<file path="src/hw/csr_index_pkg.sv">
// Widths, configuration IDs, FIFO sizing and the configuration word union
package csr_index_pkg;

    // ----------------------------------------
    // Data path widths
    // ----------------------------------------
    localparam int DATA_W   = 32;
    localparam int ADDR_W   = 32;
    localparam int INDEX_W  = 16;
    localparam int CFG_ID_W = 2;

    // One FIFO entry carries the address above the index
    localparam int REQ_W = ADDR_W + INDEX_W;

    // ----------------------------------------
    // Configuration word IDs
    // ----------------------------------------
    // Transient, consumed by one run
    localparam logic [CFG_ID_W-1:0] CFG_ID_RANGE = 2'd0;
    // Permanent, kept across runs
    localparam logic [CFG_ID_W-1:0] CFG_ID_BASE  = 2'd1;

    // Byte stride of the index array
    localparam int INDEX_BYTES = 4;

    // ----------------------------------------
    // Request FIFO sizing
    // ----------------------------------------
    localparam int FIFO_DEPTH       = 16;
    // Half the depth, so pushes in flight never overflow
    localparam int FIFO_PROG_THRESH = 8;

    // ----------------------------------------
    // Configuration word, two views
    // ----------------------------------------
    typedef union packed {
        // Range word
        struct packed {
            logic [INDEX_W-1:0] index_end;
            logic [INDEX_W-1:0] index_start;
        } range_view;
        // Base-address word
        logic [ADDR_W-1:0] addr_view;
    } cfg_word_u;

endpackage : csr_index_pkg

</file>
<file path="src/hw/csr_index_config.sv">
// Capture of the range and base-address configuration words
`timescale 1ns/1ps

module csr_index_config (
    input  logic                                 ap_clk,
    input  logic                                 areset_csr_engine,
    // Memory response carrying configuration
    input  logic                                 cfg_valid_i,
    input  logic [csr_index_pkg::CFG_ID_W-1:0]   cfg_id_i,
    input  csr_index_pkg::cfg_word_u             cfg_data_i,
    // Consumes the transient range word
    input  logic                                 range_clear_i,
    output logic                                 range_valid_o,
    output logic                                 base_valid_o,
    output logic [csr_index_pkg::INDEX_W-1:0]    index_start_o,
    output logic [csr_index_pkg::INDEX_W-1:0]    index_end_o,
    output logic [csr_index_pkg::ADDR_W-1:0]     base_addr_o
);

    logic range_hit;
    logic base_hit;

    // ----------------------------------------
    // Word decode by ID
    // ----------------------------------------
    assign range_hit = cfg_valid_i && (cfg_id_i == csr_index_pkg::CFG_ID_RANGE);
    assign base_hit  = cfg_valid_i && (cfg_id_i == csr_index_pkg::CFG_ID_BASE);

    // ----------------------------------------
    // Slot flags
    // ----------------------------------------
    // A fresh range word wins over a clear in the same cycle
    always_ff @(posedge ap_clk) begin
        if (areset_csr_engine) begin
            range_valid_o <= 1'b0;
        end else if (range_hit) begin
            range_valid_o <= 1'b1;
        end else if (range_clear_i) begin
            range_valid_o <= 1'b0;
        end
    end

    // Base slot only drops on reset
    always_ff @(posedge ap_clk) begin
        if (areset_csr_engine) begin
            base_valid_o <= 1'b0;
        end else if (base_hit) begin
            base_valid_o <= 1'b1;
        end
    end

    // ----------------------------------------
    // Slot contents
    // ----------------------------------------
    always_ff @(posedge ap_clk) begin
        if (range_hit) begin
            index_start_o <= cfg_data_i.range_view.index_start;
            index_end_o   <= cfg_data_i.range_view.index_end;
        end
    end

    always_ff @(posedge ap_clk) begin
        if (base_hit) begin
            base_addr_o <= cfg_data_i.addr_view;
        end
    end

endmodule : csr_index_config

</file>
<file path="src/hw/csr_index_generator.sv">
// Index range walker that turns each vertex index into a read request
`timescale 1ns/1ps

module csr_index_generator (
    input  logic                                 ap_clk,
    input  logic                                 areset_csr_engine,
    // Kernel descriptor strobe
    input  logic                                 start_i,
    // Held configuration
    input  logic                                 range_valid_i,
    input  logic                                 base_valid_i,
    input  logic [csr_index_pkg::INDEX_W-1:0]    index_start_i,
    input  logic [csr_index_pkg::INDEX_W-1:0]    index_end_i,
    input  logic [csr_index_pkg::ADDR_W-1:0]     base_addr_i,
    // FIFO above threshold
    input  logic                                 prog_full_i,
    output logic                                 range_clear_o,
    output logic                                 push_o,
    output logic [csr_index_pkg::REQ_W-1:0]      push_data_o,
    output logic                                 busy_o
);

    logic                              start_q;
    logic                              accept;
    logic                              more;
    logic [csr_index_pkg::INDEX_W-1:0] idx_q;
    logic [csr_index_pkg::INDEX_W-1:0] end_q;
    logic [csr_index_pkg::ADDR_W-1:0]  base_q;
    logic [csr_index_pkg::ADDR_W-1:0]  idx_offset;
    logic [csr_index_pkg::ADDR_W-1:0]  req_addr;

    // ----------------------------------------
    // Start acceptance
    // ----------------------------------------
    always_ff @(posedge ap_clk) begin
        if (areset_csr_engine) begin
            start_q <= 1'b0;
        end else begin
            start_q <= start_i;
        end
    end

    // Dropped unless idle with both words held
    assign accept        = start_q && !busy_o && range_valid_i && base_valid_i;
    assign range_clear_o = accept;

    // ----------------------------------------
    // Index walk
    // ----------------------------------------
    assign more   = (idx_q < end_q);
    assign push_o = busy_o && more && !prog_full_i;

    always_ff @(posedge ap_clk) begin
        if (areset_csr_engine) begin
            busy_o <= 1'b0;
            idx_q  <= '0;
        end else if (accept) begin
            busy_o <= 1'b1;
            idx_q  <= index_start_i;
        end else begin
            if (push_o) begin
                idx_q <= idx_q + 1'b1;
            end
            // Also covers an empty range, which ends without a push
            if (busy_o && !more) begin
                busy_o <= 1'b0;
            end
        end
    end

    // End index and base are frozen for the whole run
    always_ff @(posedge ap_clk) begin
        if (accept) begin
            end_q  <= index_end_i;
            base_q <= base_addr_i;
        end
    end

    // ----------------------------------------
    // Request packet
    // ----------------------------------------
    assign idx_offset = csr_index_pkg::ADDR_W'(idx_q)
                      * csr_index_pkg::ADDR_W'(csr_index_pkg::INDEX_BYTES);
    assign req_addr   = base_q + idx_offset;

    // Address in the upper bits, index in the lower bits
    assign push_data_o = {req_addr, idx_q};

endmodule : csr_index_generator

</file>
<file path="src/hw/engine_csr_index.sv">
// CSR index engine top with config capture, generator, request FIFO and issue stage
`timescale 1ns/1ps

module engine_csr_index (
    input  logic                                 ap_clk,
    input  logic                                 areset_csr_engine,
    input  logic                                 descriptor_valid_i,
    input  logic                                 cfg_valid_i,
    input  logic [csr_index_pkg::CFG_ID_W-1:0]   cfg_id_i,
    input  logic [csr_index_pkg::DATA_W-1:0]     cfg_data_i,
    input  logic                                 rd_en_i,
    output logic                                 req_valid_o,
    output logic [csr_index_pkg::ADDR_W-1:0]     req_addr_o,
    output logic [csr_index_pkg::INDEX_W-1:0]    req_index_o,
    output logic                                 done_o
);

    // ----------------------------------------
    // Config to generator
    // ----------------------------------------
    logic                              range_valid;
    logic                              base_valid;
    logic [csr_index_pkg::INDEX_W-1:0] index_start;
    logic [csr_index_pkg::INDEX_W-1:0] index_end;
    logic [csr_index_pkg::ADDR_W-1:0]  base_addr;
    logic                              range_clear;

    // ----------------------------------------
    // Generator, FIFO and issue stage
    // ----------------------------------------
    logic                              push;
    logic [csr_index_pkg::REQ_W-1:0]   push_data;
    logic                              busy;
    logic                              prog_full;
    logic                              full;
    logic                              empty;
    logic [csr_index_pkg::REQ_W-1:0]   head_data;
    logic                              pop;

    csr_index_config i_config (
        .ap_clk           (ap_clk),
        .areset_csr_engine(areset_csr_engine),
        .cfg_valid_i      (cfg_valid_i),
        .cfg_id_i         (cfg_id_i),
        .cfg_data_i       (csr_index_pkg::cfg_word_u'(cfg_data_i)),
        .range_clear_i    (range_clear),
        .range_valid_o    (range_valid),
        .base_valid_o     (base_valid),
        .index_start_o    (index_start),
        .index_end_o      (index_end),
        .base_addr_o      (base_addr)
    );

    csr_index_generator i_generator (
        .ap_clk           (ap_clk),
        .areset_csr_engine(areset_csr_engine),
        .start_i          (descriptor_valid_i),
        .range_valid_i    (range_valid),
        .base_valid_i     (base_valid),
        .index_start_i    (index_start),
        .index_end_i      (index_end),
        .base_addr_i      (base_addr),
        .prog_full_i      (prog_full),
        .range_clear_o    (range_clear),
        .push_o           (push),
        .push_data_o      (push_data),
        .busy_o           (busy)
    );

    packet_fifo #(
        .WIDTH      (csr_index_pkg::REQ_W),
        .DEPTH      (csr_index_pkg::FIFO_DEPTH),
        .PROG_THRESH(csr_index_pkg::FIFO_PROG_THRESH)
    ) i_fifo (
        .ap_clk           (ap_clk),
        .areset_csr_engine(areset_csr_engine),
        .push_i           (push),
        .push_data_i      (push_data),
        .pop_i            (pop),
        .head_data_o      (head_data),
        .empty_o          (empty),
        .full_o           (full),
        .prog_full_o      (prog_full)
    );

    request_issue i_issue (
        .ap_clk           (ap_clk),
        .areset_csr_engine(areset_csr_engine),
        .rd_en_i          (rd_en_i),
        .empty_i          (empty),
        .head_data_i      (head_data),
        .busy_i           (busy),
        .pop_o            (pop),
        .req_valid_o      (req_valid_o),
        .req_addr_o       (req_addr_o),
        .req_index_o      (req_index_o),
        .done_o           (done_o)
    );

endmodule : engine_csr_index

</file>
<file path="src/hw/packet_fifo.sv">
// Synchronous circular FIFO with full, empty and programmable-full flags
`timescale 1ns/1ps

module packet_fifo #(
    parameter int WIDTH       = csr_index_pkg::REQ_W,
    parameter int DEPTH       = csr_index_pkg::FIFO_DEPTH,
    parameter int PROG_THRESH = csr_index_pkg::FIFO_PROG_THRESH
) (
    input  logic             ap_clk,
    input  logic             areset_csr_engine,
    input  logic             push_i,
    input  logic [WIDTH-1:0] push_data_i,
    input  logic             pop_i,
    output logic [WIDTH-1:0] head_data_o,
    output logic             empty_o,
    output logic             full_o,
    output logic             prog_full_o
);

    localparam int PTR_W = (DEPTH > 1) ? $clog2(DEPTH) : 1;
    localparam int CNT_W = $clog2(DEPTH + 1);

    logic [WIDTH-1:0] mem [DEPTH];
    logic [PTR_W-1:0] wr_ptr;
    logic [PTR_W-1:0] rd_ptr;
    logic [CNT_W-1:0] count;
    logic [CNT_W-1:0] count_next;

    // ----------------------------------------
    // Storage
    // ----------------------------------------
    always_ff @(posedge ap_clk) begin
        if (push_i) begin
            mem[wr_ptr] <= push_data_i;
        end
    end

    assign head_data_o = mem[rd_ptr];

    // ----------------------------------------
    // Pointers
    // ----------------------------------------
    // Explicit wrap so any depth works
    always_ff @(posedge ap_clk) begin
        if (areset_csr_engine) begin
            wr_ptr <= '0;
            rd_ptr <= '0;
        end else begin
            if (push_i) begin
                wr_ptr <= (wr_ptr == PTR_W'(DEPTH - 1)) ? '0 : wr_ptr + 1'b1;
            end
            if (pop_i) begin
                rd_ptr <= (rd_ptr == PTR_W'(DEPTH - 1)) ? '0 : rd_ptr + 1'b1;
            end
        end
    end

    // ----------------------------------------
    // Occupancy and flags
    // ----------------------------------------
    always_comb begin
        count_next = count;
        if (push_i && !pop_i) begin
            count_next = count + 1'b1;
        end else if (pop_i && !push_i) begin
            count_next = count - 1'b1;
        end
    end

    // Flags follow the next count so they line up with the count
    always_ff @(posedge ap_clk) begin
        if (areset_csr_engine) begin
            count       <= '0;
            empty_o     <= 1'b1;
            full_o      <= 1'b0;
            prog_full_o <= 1'b0;
        end else begin
            count       <= count_next;
            empty_o     <= (count_next == '0);
            full_o      <= (count_next == CNT_W'(DEPTH));
            prog_full_o <= (count_next >= CNT_W'(PROG_THRESH));
        end
    end

endmodule : packet_fifo

</file>
<file path="src/hw/request_issue.sv">
// Request output stage that drains the FIFO and reports done
`timescale 1ns/1ps

module request_issue (
    input  logic                                 ap_clk,
    input  logic                                 areset_csr_engine,
    // Downstream read enable
    input  logic                                 rd_en_i,
    input  logic                                 empty_i,
    input  logic [csr_index_pkg::REQ_W-1:0]      head_data_i,
    // Generator still walking
    input  logic                                 busy_i,
    output logic                                 pop_o,
    output logic                                 req_valid_o,
    output logic [csr_index_pkg::ADDR_W-1:0]     req_addr_o,
    output logic [csr_index_pkg::INDEX_W-1:0]    req_index_o,
    output logic                                 done_o
);

    // ----------------------------------------
    // Pop control
    // ----------------------------------------
    // The FIFO has no underflow guard of its own
    assign pop_o = rd_en_i && !empty_i;

    // ----------------------------------------
    // Output register
    // ----------------------------------------
    always_ff @(posedge ap_clk) begin
        if (areset_csr_engine) begin
            req_valid_o <= 1'b0;
            done_o      <= 1'b1;
        end else begin
            req_valid_o <= pop_o;
            // Done waits for the last entry to leave the FIFO
            done_o      <= !busy_i && empty_i && !pop_o;
        end
    end

    // Entry split into address and index
    always_ff @(posedge ap_clk) begin
        if (pop_o) begin
            req_addr_o  <= head_data_i[csr_index_pkg::REQ_W-1 -: csr_index_pkg::ADDR_W];
            req_index_o <= head_data_i[csr_index_pkg::INDEX_W-1:0];
        end
    end

endmodule : request_issue

</file>
<file path="config.mk">
export PLATFORM = sky130hd
export DESIGN_NAME = engine_csr_index
export DESIGN_NICKNAME = d
export VERILOG_FILES = /design/src/hw/csr_index_pkg.sv /design/src/hw/csr_index_config.sv /design/src/hw/csr_index_generator.sv /design/src/hw/engine_csr_index.sv /design/src/hw/packet_fifo.sv /design/src/hw/request_issue.sv
export SDC_FILE = /design/constraint.sdc
export NUM_CORES = 1
export LEC_CHECK = 0
export BUFFER_PORTS_ARGS = -buffer_cell sky130_fd_sc_hd__buf_2
export CAP_MARGIN = 5
export CORE_ASPECT_RATIO = 0.75
export CORE_MARGIN = 5
export CORE_UTILIZATION = 50
export DETAILED_ROUTE_END_ITERATION = 12
export PLACE_DENSITY = 0.75
export SYNTH_ARGS = -nofsm -noshare
export SYNTH_HDL_FRONTEND = slang
export SYNTH_SLANG_ARGS = --single-unit
</file>
<file path="constraint.sdc">
create_clock -name ap_clk -period 9.51 [get_ports ap_clk]
set_input_delay 0.4755 -clock ap_clk [delete_from_list [all_inputs] [get_ports ap_clk]]
set_output_delay 0.4755 -clock ap_clk [all_outputs]
set_load 0.05 [all_outputs]
</file>
## Yosys cells after proc, flatten, opt, wreduce, memory -nomap -nowiden

Memory sizes are Yosys's and may differ from the RTL's. A register that Yosys moved wholly into a read port is not among the register bits.
Index checks and enable logic that the tools add are counted.
W data, S select, Z words.

- Memories kept: 1
- Input bits: 39
- Word-level logic and storage cells: 65
- RAM bits: 768
- Bits in registers: 149

Memories:

| memory | depth | width | read ports | clocked after Yosys merged registers in | write ports | line | text |
|---|---|---|---|---|---|---|---|
| i_fifo.mem | 16 | 48 | 1 | 1 | 1 | packet_fifo.sv:23 | `logic [WIDTH-1:0] mem [DEPTH];` |

- Mux-type cells: 12
- Add/sub/neg operators: 6
- Equal/unequal tests: 3
- Reductions and logical operators: 24
- $lt $le $gt $ge: 2

Operator list:

| cell | count |
|---|---|
| $add A32 B18 Y32 | 1 |
| $mux W16 | 2 |
| $add A16 B1 Y16 const B | 1 |
| $lt A16 B16 Y1 | 1 |
| $logic_and A1 B1 Y1 | 13 |
| $mux W5 | 2 |
| $add A4 B1 Y4 const B | 2 |
| $eq A4 B4 Y1 const B | 2 |
| $mux W4 | 2 |
| $logic_not A1 Y1 | 6 |
| $mux W1 | 6 |
| $reduce_bool A2 Y1 | 3 |
| $add A5 B1 Y5 const B | 1 |
| $ge A5 B4 Y1 const B | 1 |
| $logic_not A5 Y1 | 1 |
| $sub A5 B1 Y5 const B | 1 |
| $eq A2 B1 Y1 const B | 1 |
| $logic_not A2 Y1 | 1 |

## Depth between registers and ports, before layout

Gate-level depths: netlist of the first run.

- Word-level depth: 8
- Gate-level depth with buffers: 10

## By module

A second synthesis of the first run with hierarchy kept.

- Cell total of the unflattened synthesis: 1671
- Area, all modules: 37318.3 um^2

Modules (own cells, without submodules):

| module | instances | area each (um^2) | seq. area each (um^2) | cells an instance |
|---|---|---|---|---|
| packet_fifo | 1 | 29907.4 | 23462.5 | 1179 |
| csr_index_generator | 1 | 3880.0 | 1801.7 | 367 |
| csr_index_config | 1 | 2009.4 | 1961.9 | 71 |
| request_issue | 1 | 1521.5 | 1481.4 | 54 |

## Worst setup path after synthesis of the first run

No wires, ideal clock.

- Kind: register -> register
- Start: register i_generator.idx_q[5] (netlist bit)
- End: memory i_fifo.mem[0][0] (netlist bit) (enable)
- Cell stages (with the launch flop): 9
- Setup slack: 3549 ps
- Data arrival time: 5448 ps
- Buffers on the path: 1
- Data required time: 8997 ps
- Clock period less this slack: 5961 ps
- Cell sequence: dfxtp_1 > ha_1 > a211o_1 > o211ai_4 > o311ai_4 > a21oi_4 > buf_2 > nand2_1 > nor3_1

- Cells in the longest elaborated chain, start to end: 5

Ends and longest elaborated chain:

| element | line | text |
|---|---|---|
| start: declaration | csr_index_generator.sv:26 | `logic [csr_index_pkg::INDEX_W-1:0] idx_q;` |
| start signal: assignment | csr_index_generator.sv:59 | `idx_q <= index_start_i;` |
| start signal: assignment | csr_index_generator.sv:62 | `idx_q <= idx_q + 1'b1;` |
| $lt A16 B16 Y1 | csr_index_generator.sv:50 | `assign more = (idx_q < end_q);` |
| $logic_and A1 B1 Y1 (2 in a row) | csr_index_generator.sv:51 | `assign push_o = busy_o && more && !prog_full_i;` |
| $mux W1 | packet_fifo.sv:33 | `if (push_i) begin` |
| $mux W1 (implied by the code) | packet_fifo.sv:34 | `mem[wr_ptr] <= push_data_i;` |
| end: declaration | packet_fifo.sv:23 |  |

No other way between the ends.

## Worst setup path in the final report of the first run

- Start: register i_generator.idx_q[13] (netlist bit)
- End: memory i_fifo.mem[4][10] (netlist bit) (enable)

The elaborated chain is that of the path after synthesis.

==> results of run 1 <==
-- where the power goes --
group	leakage [nW]	switching, mW	internal, mW
Clock	1.43	1.54	2.06
Combinational	3.04	0.376	0.329
Sequential	8.74	0.0619	4.68
Total	13.2	1.98	7.07
-- registers in the layout, indices dropped and copies added (netlist names), 4 cells and up --
register,cells
i_fifo.mem,768
i_config.base_addr_o,32
i_generator.base_q,32
i_issue.req_addr_o,32
i_config.index_end_o,16
i_config.index_start_o,16
i_generator.end_q,16
i_generator.idx_q,16
i_issue.req_index_o,16
i_fifo.count,5
i_fifo.rd_ptr,4
i_fifo.wr_ptr,4
-- worst reg2reg max path: cells and delay by family (launching register included) --
| family | cells | cell delay, ns |
|---|---|---|
| AOI/OAI and AO/OA | 4 | 1.55 |
| and+or+nand+nor | 2 | 1.40 |
| DFF | 1 | 0.78 |
| buffers and inverters | 1 | 0.58 |
| adders and majority gates | 1 | 0.40 |
-- placed cells by master (no fill, tap or decap), drive strengths merged, types with 4 or more instances in the layout --
| cell | n |
|---|---|
| a2111oi | 4 |
| a211oi | 20 |
| a21oi | 23 |
| a31oi | 6 |
| and3 | 9 |
| buf | 134 |
| bufinv | 10 |
| clkbuf | 119 |
| clkinv | 28 |
| dfxtp | 37 |
| dlygate4sd3 | 24 |
| edfxtp | 928 |
| ha | 39 |
| inv | 36 |
| mux2i | 6 |
| mux4 | 240 |
| nand2 | 27 |
| nand2b | 7 |
| nand3 | 15 |
| nand4 | 10 |
| nor2 | 52 |
| nor2b | 7 |
| nor3 | 11 |
| o21a | 8 |
| o21ai | 17 |
| xnor2 | 32 |
| xor2 | 17 |
-- kinds of logic (layout without fill, tap and decap cells) --
family	Yosys count	after routing	share of synthesized area, %
buffers and inverters	105	353	1.13
adder cells (fa/ha/maj)	40	40	1.38
flip-flops	965	965	77.5
AND/OR/NAND/NOR	152	152	2.01
AO/OA/AOI/OAI	99	99	2.01
multiplexers	246	246	14.8
XOR/XNOR	49	49	1.16
-- worst min path at each step --
| stage | end | cells past startpoint |
|---|---|---|
| floorplan | i_generator.base_q[0]$_DFFE_PP_ | 0 |
| global placement | i_generator.base_q[10]$_DFFE_PP_ | 0 |
| detailed placement | i_generator.base_q[8]$_DFFE_PP_ | 0 |
| CTS | i_config.base_addr_o[0]$_DFFE_PP_ | 1 |
| global route | i_config.base_addr_o[0]$_DFFE_PP_ | 1 |
| finish | i_config.base_addr_o[0]$_DFFE_PP_ | 1 |
-- layout make-up --
| cell class | count | area [um2] |
|---|---|---|
| Sequential cell | 965 | 28600 |
| Clock buffer | 119 | 2400 |
| Inverter | 32 | 120 |
| Fill cell | 5141 | 31400 |
| Clock inverter | 44 | 515 |
| Tap cell | 968 | 1210 |
| Timing Repair Buffer | 158 | 1040 |
| Multi-Input combinational cell | 586 | 8010 |
-- per-stage QoR --
stage | util, % | hold slack (ns) | power, mW | setup WS [ns] | instance area, um2
after floorplan | - | 0.400 | 5.38 | 3.55 | 36900
after detailed placement | 52.8 | 0.405 | 5.55 | 4.63 | 38700
after global routing | 57.2 | 0.00816 | 9.35 | 4.28 | 41900
after CTS | 57.1 | 0.0000163 | 9.12 | 4.53 | 41900
final | 57.2 | 0.0399 | 9.05 | 4.43 | 41900
after global placement | 52.8 | 0.401 | 5.54 | 4.82 | 38700
-- per-layer routing --
layer  vias to the layer above  GRT usage [%]  routed length, um
li1                       7249              -                  -
met4                         0           4.98               1670
met1                      9203           32.1              34500
met5                         -              0                  0
met3                       130           4.98               8590
met2                       950           30.7              37100
==> impl_metrics.toml, run 1 <==
[setup_path]
arrival_ns = 5.37
cp_cell_sequence = "ha_1 > a211oi_1 > o21ai_0 > a211o_1 > a21oi_4 > nand2_1 > nor2_4 > buf_4"
worstPathBufferInverterCount = 1
path_depth = 8
crit_path_max_incr_delay_ns = 0.96
r2r_end = "i_fifo.mem[4][10]$_DFFE_PP_"
crit_start = "i_generator.idx_q[13]$_SDFFE_PP0P_"
cp-start-kind = "register"
cp-end-kind = "register"
rr_worst_depth = 8
slowest_stage = "nor2_4"
reg2reg_slack_ns = 4.43
cp_max_fo = 26
crit_type = "reg -> reg"
timing.rr.start = "i_generator.idx_q[13]$_SDFFE_PP0P_"
endpoint = "i_fifo.mem[4][10]$_DFFE_PP_"
required_ns = 9.80
cp_top_family = "compound AO/OA/AOI/OAI gates"

[min_path]
hold_start = "cfg_data_i[0]"
min_path_type = "in -> reg"

[routing]
antenna_left = 0
drc_errors = 0
wl_per_cell_um = 28.5
dr.pass1.iters = 6
via_per_inst = 6.10
drtIter0Drc = 2013
vias = 17500
drt_wl_total_um = 81800

[timing]
slew_violations = 0
slew-limit-headroom_pct = 17.0
rsz0062_at_grt = "false"
finalHoldViolations = 0
tightest_slew_ns = 1.24
finalCritPeriodShare_pct = 53.4
period_needed_ns = 5.08
fmax_ghz = 0.197
fin_setup_tns_ns = 0
clock_skew_ns = 0.0249
setup_viol = 0

[pwr]
p_leak_nw = 13.2
max-vdd-ir-drop_uv = 145
power.density_nw_per_um2 = 216

[cts]
path_clk_slew_ns = 0.06
postCtsSetupBuffers = 0
cts.hold.buffers_added = 24
numCtsBuffers = 88
tritoncts = "built"
cts_sinks = 965
cts_root_buffer = "clkbuf_16"
cts_buffer_depth = 3
htreeDepth = 3
clock_latency_ns = 0.66
cts_resized = 0

[placement]
hpwl_um = 43700
dp_cells = 2680
gp_congestion = 0.945
port_buffers = 88

[grt]
grt_pass1_vias = 17900
grt_remaining_overflow = 0
grt_max_degree = 110
grtUsageTotal_pct = 20.8
grt_pass1_wl_um = 120000
antenna_found_initial = 0

[run_status]
status = "complete, no violations"

[synthesis]
yosys-top-cells-area = "edfxtp_1 76%, mux4_2 15%, dfxtp_1 2.0%"
ys.flop_type = "edfxtp_1"
synth_common_cells = "928 x edfxtp_1, 240 x mux4_2, 52 x nor2_1, 49 x clkbuf_1, 39 x ha_1"
ys_seq_elements = 965
syn_area_um2 = 36900
synth_edf_count = 928
synth_nets = 1735
synth_cell_types = 55
yosys.area.top_type = "edfxtp_1"
synth_async_sr_flop_share_pct = 0
avgSynthCellArea_um2 = 22.3
ys_seq_area_share_pct = 77.5
ys_warn_count = 0
syn_inst = 1656
yosysMostFrequentCell = "edfxtp_1"
yosys.area.top_type_share_pct = 75.5

[run]
maxCapViolCount = 0

[floorplan]
initial_utilization_pct = 50.4
num_io_pins = 89
die_x_um = 324
core_um2 = 73300
die_h_um = 245
die-area_um2 = 79400
num_rows = 86

[cells_and_area]
areaGrowthSynthToFinish_pct = 13.6
final-instance-count-excl-fill = 2872
drive_above_1_share_pct = 28.0
n_antenna_cell = 0
fin_nets = 1910
Note: power is estimated with default switching activity, not from simulation.
==> inputs of run 2 (changes only) <==
--- a/config.mk
+++ b/config.mk
@@ -5,6 +5,7 @@
 export SDC_FILE = /design/constraint.sdc
 export NUM_CORES = 1
 export LEC_CHECK = 0
+export ABC_AREA = 1
 export BUFFER_PORTS_ARGS = -buffer_cell sky130_fd_sc_hd__buf_2
 export CAP_MARGIN = 5
 export CORE_ASPECT_RATIO = 0.75
==> constraint.sdc (replaced) <==
create_clock -name ap_clk -period 4.95 [get_ports ap_clk]
set_input_delay 0.2475 -clock ap_clk [delete_from_list [all_inputs] [get_ports ap_clk]]
set_output_delay 0.2475 -clock ap_clk [all_outputs]
set_load 0.05 [all_outputs]
==> run 2 against run 1 <==
  * Critical path depth is 2 higher
  * Die area increased by 2.9%
  * Total power up 100%
  * Synthesized cell count rose by 62%
  * Clock skew is 0.0051 ns lower
==> impl_metrics.toml, run 2 <==
[routing]
vias = 23300
drt_wl_total_um = 92600
drc_errors = 0
dr.pass1.iters = 5
drtIter0Drc = 2802
wl_per_cell_um = 23.7
antenna_left = 0
via_per_inst = 5.96

[cells_and_area]
multiInputGateArea_um2 = 8520
final-instance-count-excl-fill = 3905
areaGrowthSynthToFinish_pct = 13.3
nFillCells = 5701
fin_nets = 2889
final_cell_mix = "928 x edfxtp_1, 460 x nor2_1, 221 x o21ai_0"
drive_above_1_share_pct = 11.9
seq_area_um2 = 28600
largest_register_ffs = 768
final_cell_area_um2 = 43100
final_common_cell = "edfxtp_1"
n_antenna_cell = 0
top_register = "i_fifo.mem"

[pwr]
max-vdd-ir-drop_uv = 325
p_leak_nw = 14.1
power.density_nw_per_um2 = 423

[synthesis]
ys_seq_elements = 965
syn_inst = 2687
synth_async_sr_flop_share_pct = 0
yosys.area.top_type_share_pct = 73.3
synth_cell_types = 50
yosys-top-cells-area = "edfxtp_1 73%, nor2_1 4.7%, o21ai_0 2.9%"
ys.flop_type = "edfxtp_1"
synth_nets = 2766
ys_seq_area_share_pct = 75.2
yosys.area.top_type = "edfxtp_1"
yosysMostFrequentCell = "edfxtp_1"
ys_warn_count = 0
avgSynthCellArea_um2 = 14.2
syn_area_um2 = 38000
synth_edf_count = 928
synth_common_cells = "928 x edfxtp_1, 478 x nor2_1, 221 x o21ai_0, 212 x nand2_1, 117 x o32ai_1"

[floorplan]
die-area_um2 = 81700
num_rows = 87
die_h_um = 249
core_um2 = 75300
die_x_um = 328
initial_utilization_pct = 50.5
num_io_pins = 89

[setup_path]
r2r_end = "i_fifo.mem[3][7]$_DFFE_PP_"
crit_top_cell = "nand2_1"
cp_cell_sequence = "ha_1 > nand2_1 > o21a_1 > nand2_1 > nand2_1 > nand3_2 > inv_2 > nand2_1 > nor2_4 > buf_12"
worstPathBufferInverterCount = 2
path_depth = 10
rr_worst_depth = 10
timing.rr.start = "i_generator.idx_q[6]$_SDFFE_PP0P_"
cp-end-kind = "register"
arrival_ns = 4.25
crit_path_max_incr_delay_ns = 0.91
reg2reg_slack_ns = 1.03
required_ns = 5.29
cp_max_fo = 26
slowest_stage = "dfxtp_1"
cp-start-kind = "register"
crit_type = "reg -> reg"
cp_top_family = "simple AND/OR/NAND/NOR gates"

[grt]
grtUsageTotal_pct = 22.2
grt_remaining_overflow = 0
antenna_found_initial = 2
grt_pass1_vias = 22700
grt_max_degree = 145
grt_pass1_wl_um = 139000

[timing]
clock_skew_ns = 0.0198
setup_viol = 0
finalHoldViolations = 0
worst_slack_ns = 1.03
fmax_ghz = 0.255
slew_violations = 0
rsz0062_at_grt = "false"
finalCritPeriodShare_pct = 79.1
fin_setup_tns_ns = 0
slew-limit-headroom_pct = 16.1
tightest_slew_ns = 1.25
period_needed_ns = 3.92

[placement]
port_buffers = 88
place_ws_ns = 1.13
hpwl_um = 52300
postPlaceCellArea_um2 = 39800
dp_cells = 3705
gp_congestion = 0.903

[cts]
path_clk_slew_ns = 0.07
tritoncts = "built"
cts_sinks = 965
htreeDepth = 3
cts_root_buffer = "clkbuf_16"
cts_buffer_depth = 3
clock_latency_ns = 0.66
numCtsBuffers = 88
cts_resized = 0

[run]
maxCapViolCount = 0

[min_path]
whs_path_depth = 3
hold_start = "rd_en_i"
holdPathEnd = "i_issue.req_valid_o$_SDFF_PP0_"
min_path_type = "in -> reg"

[run_status]
status = "complete, no violations"
[run 2: cell count changes in the layout (fill, tap and decap cells not counted), sizes merged, moves of 20 or more]
cell and change:
buf +20, inv +49, nor2 +433, nand2 +191, o32ai +117, o221ai +79, o211ai +21, mux4 -240
mux2i +69, nand3 +87, o21ai +209
[run 2: layout make-up]
cell class                 instances  area share [%]
multi-input combinational       1486            19.8
sequential                       965            66.4
clock inverter                    58            1.44
inverter                          80           0.714
timing repair buffer             189            3.39
clock buffer                     104            5.32
tap                             1023            2.97
[run 2: worst max-delay path by stage]
| stage | slack (ns) | startpoint | to |
|---|---|---|---|
| final | 1.03 | i_generator.idx_q[6]$_SDFFE_PP0P_ | i_fifo.mem[3][7]$_DFFE_PP_ |
| after global routing | 0.74 | i_generator.idx_q[0]$_SDFFE_PP0P_ | i_fifo.mem[12][42]$_DFFE_PP_ |
| after CTS | 1.09 | i_generator.idx_q[6]$_SDFFE_PP0P_ | i_fifo.mem[3][45]$_DFFE_PP_ |
| after detailed placement | 1.13 | i_generator.idx_q[5]$_SDFFE_PP0P_ | i_fifo.mem[11][22]$_DFFE_PP_ |
| after global placement | 1.22 | i_generator.idx_q[6]$_SDFFE_PP0P_ | i_fifo.mem[3][7]$_DFFE_PP_ |
| after floorplan | 0.65 | i_generator.idx_q[7]$_SDFFE_PP0P_ | i_fifo.mem[0][0]$_DFFE_PP_ |
[run 2: cell families (layout without fill, tap and decap cells)]
group,count (synthesis),in the layout,synth area share (%)
muxes,75,75,1.97
xor gates and xnor gates,38,38,0.875
DFF,965,965,75.2
and+or+nand+nor,829,829,8.98
buffers and inverters,236,431,2.73
AOI/OAI and AO/OA,504,504,8.87
adders and majority gates,40,40,1.34
[run 2: power breakdown]
group	total [mW]	leakage, nW	switching (mW)	internal (mW)
clock network	6.92	1.41	3.00	3.92
registers	9.20	8.62	0.159	9.04
logic	2.12	4.05	1.47	0.644
total	18.2	14.1	4.63	13.6
[run 2: what timing repair did]
| item | CTS | global route |
|---|---|---|
| hold buffers | 35 | 0 |
| hold endpoints to repair | 76 | 0 |
| setup buffers | 0 | 0 |
[run 2: worst min-delay path: cells and delay by family]
kind                   cells  cell delay (ns)
buffers and inverters      1             0.08
AND/OR/NAND/NOR            2             0.34
[run 2: layer usage]
layer | track usage, % | vias up | wire (um)
met5 | 0 | - | 0
met3 | 4.30 | 158 | 8220
met4 | 6.50 | 0 | 2480
li1 | - | 10300 | -
met2 | 34.7 | 1150 | 42900
met1 | 32.3 | 11700 | 39100
[run 2: through the flow]
| step | utilization [%] | hold WS [ns] | total power, mW |
|---|---|---|---|
| 5_1_grt | 57.2 | 0.0446 | 18.9 |
| 3_3_place_gp | 52.9 | 0.406 | 11.4 |
| 3_5_place_dp | 52.9 | 0.407 | 11.4 |
| 4_1_cts | 57.2 | 0.00518 | 18.3 |
| 6_report | 57.2 | 0.0459 | 18.2 |
| 2_1_floorplan | - | 0.314 | 10.9 |
==> inputs of run 3 (changes only) <==
==> constraint.sdc (replaced) <==
create_clock -name ap_clk -period 4.01 [get_ports ap_clk]
set_input_delay 0.2005 -clock ap_clk [delete_from_list [all_inputs] [get_ports ap_clk]]
set_output_delay 0.2005 -clock ap_clk [all_outputs]
set_load 0.05 [all_outputs]
==> run 3 against run 2 <==
  * Clock power grew 20%
  * Maximum frequency grew 18%
  * Worst hold slack gained 0.0091 ns
  * First-iteration DRC count grew 16%
  * Global-route usage shrank 0.31 points
  * Sequential power grew 23%
  * Sequential share of layout area shrank 0.19 points
  * Non-clock buffer count grew 20
==> impl_metrics.toml, run 3 (same netlist as run 2, synthesis figures left out) <==
[cts]
numCtsBuffers = 88
path_clk_slew_ns = 0.07
cts_resized = 0
htreeDepth = 3
cts_root_buffer = "clkbuf_16"
clock_latency_ns = 0.65
cts_sinks = 965
cts_buffer_depth = 3
tritoncts = "built"

[setup_path]
cp_max_fo = 16
cp_top_family = "simple AND/OR/NAND/NOR gates"
reg2reg_slack_ns = 0.70
crit_path_max_incr_delay_ns = 0.81
arrival_ns = 3.60
worstPathBufferInverterCount = 1
cp-start-kind = "register"
timing.rr.start = "i_generator.idx_q[1]$_SDFFE_PP0P_"
path_depth = 10
slowest_stage = "xor2_1"
crit_start = "i_generator.idx_q[1]$_SDFFE_PP0P_"
endpoint = "i_fifo.mem[12][38]$_DFFE_PP_"
cp-end-kind = "register"
rr_worst_depth = 10
crit_type = "reg -> reg"
cp_cell_sequence = "inv_1 > fa_1 > nor3_1 > nor2_1 > o21ai_2 > nand2_1 > nand2_2 > nand2_4 > nor2_2 > xor2_1"
required_ns = 4.30
r2r_end = "i_fifo.mem[12][38]$_DFFE_PP_"

[timing]
fin_setup_tns_ns = 0
whs_ns = 0.0550
rsz0062_at_grt = "false"
finalCritPeriodShare_pct = 82.4
setup_viol = 0
fmax_ghz = 0.302
slew_violations = 0
clock_skew_ns = 0.0202
tightest_slew_ns = 1.25
slew-limit-headroom_pct = 16.4
finalHoldViolations = 0
period_needed_ns = 3.31

[floorplan]
die-area_um2 = 81700
initial_utilization_pct = 50.5
die_h_um = 249
num_rows = 87
num_io_pins = 89
die_x_um = 328
core_um2 = 75300

[cells_and_area]
top_register = "i_fifo.mem"
final_cell_area_um2 = 43200
largest_register_ffs = 768
nFillCells = 5664
drive_above_1_share_pct = 12.5
final_common_cell = "edfxtp_1"
areaGrowthSynthToFinish_pct = 13.7
final_cell_mix = "928 x edfxtp_1, 460 x nor2_1, 221 x o21ai_0"
fin_nets = 2909
n_antenna_cell = 0

[grt]
grt_remaining_overflow = 0
grtUsageTotal_pct = 21.9
antenna_found_initial = 0
grt_max_degree = 224
grt_pass1_wl_um = 139000
grt_pass1_vias = 22900

[routing]
wl_per_cell_um = 23.3
drtIter0Drc = 3245
dr.pass1.iters = 6
antenna_left = 0
drc_errors = 0
via_per_inst = 5.94
vias = 23300
drt_wl_total_um = 91600

[pwr]
p_leak_nw = 14.2
power.density_nw_per_um2 = 516
max-vdd-ir-drop_uv = 349

[min_path]
whs_path_depth = 3
min_path_type = "in -> reg"

[run_status]
status = "complete, no violations"

[run]
maxCapViolCount = 0

[placement]
postPlaceCellArea_um2 = 40000
hpwl_um = 52200
port_buffers = 88
gp_congestion = 0.869
[run 3: cell types whose count changed in the layout (fill, tap and decap cells not counted), sizes merged]
cell	previous run	this run
clkbuf	104	113
bufinv	11	9
clkinvlp	5	1
buf	154	174
clkinv	37	34
inv	85	82
[run 3: what timing repair did]
action / in CTS / in global routing
hold buffers: 35 / 0
hold endpoints to repair: 76 / 0
buffers inserted: 0 / 0
[run 3: layout make-up]
| type | count | area (um2) | share of cell area [%] |
|---|---|---|---|
| sequential | 965 | 28600 | 66.2 |
| multi-input combinational | 1486 | 8550 | 19.8 |
| clock buffer | 113 | 2340 | 5.41 |
| timing repair buffer | 209 | 1640 | 3.79 |
| tap | 1023 | 1280 | 2.96 |
| clock inverter | 46 | 502 | 1.16 |
| inverter | 80 | 308 | 0.712 |
[run 3: how the worst min path moves through the flow]
stage / from / slack (ns) / endpoint
2_1_floorplan: areset_csr_engine / 0.27 / i_generator.idx_q[6]$_SDFFE_PP0P_
3_3_place_gp: cfg_data_i[16] / 0.39 / i_config.base_addr_o[16]$_DFFE_PP_
3_5_place_dp: cfg_data_i[8] / 0.39 / i_config.base_addr_o[8]$_DFFE_PP_
4_1_cts: rd_en_i / 0.07 / i_issue.req_valid_o$_SDFF_PP0_
5_1_grt: rd_en_i / 0.12 / i_issue.req_valid_o$_SDFF_PP0_
6_report: rd_en_i / 0.06 / i_issue.req_valid_o$_SDFF_PP0_
[run 3: tightest hold or removal path, cell delays in order]
cell and delay [ns]:
buf_2 0.08, nand2_1 0.23, nor2_1 0.16
[run 3: routing by layer]
| layer | vias to the layer above | track usage (%) | share of wire, % |
|---|---|---|---|
| met5 | - | 0 | 0 |
| met4 | 0 | 6.13 | 2.3 |
| met3 | 153 | 3.44 | 8.9 |
| met2 | 1236 | 34.9 | 48 |
| met1 | 11500 | 31.9 | 41 |
| li1 | 10400 | - | - |
[run 3: through the flow]
step / setup WS (ns) / util (%) / power [mW] / std cells
after global placement: 0.898 / 53.2 / 14.1 / 3728
after floorplan: -0.285 / - / 13.5 / 2687
after global routing: 0.365 / 57.4 / 23.1 / 3922
final: 0.704 / 57.4 / 22.3 / 3922
after CTS: 0.716 / 57.4 / 22.4 / 3922
after detailed placement: 0.763 / 53.2 / 14.2 / 3728
[run 3: power by group]
group	leakage [nW]	internal (mW)	switching, mW
Combinational	4.19	0.818	1.92
Clock	1.39	4.72	3.60
Sequential	8.62	11.2	0.111
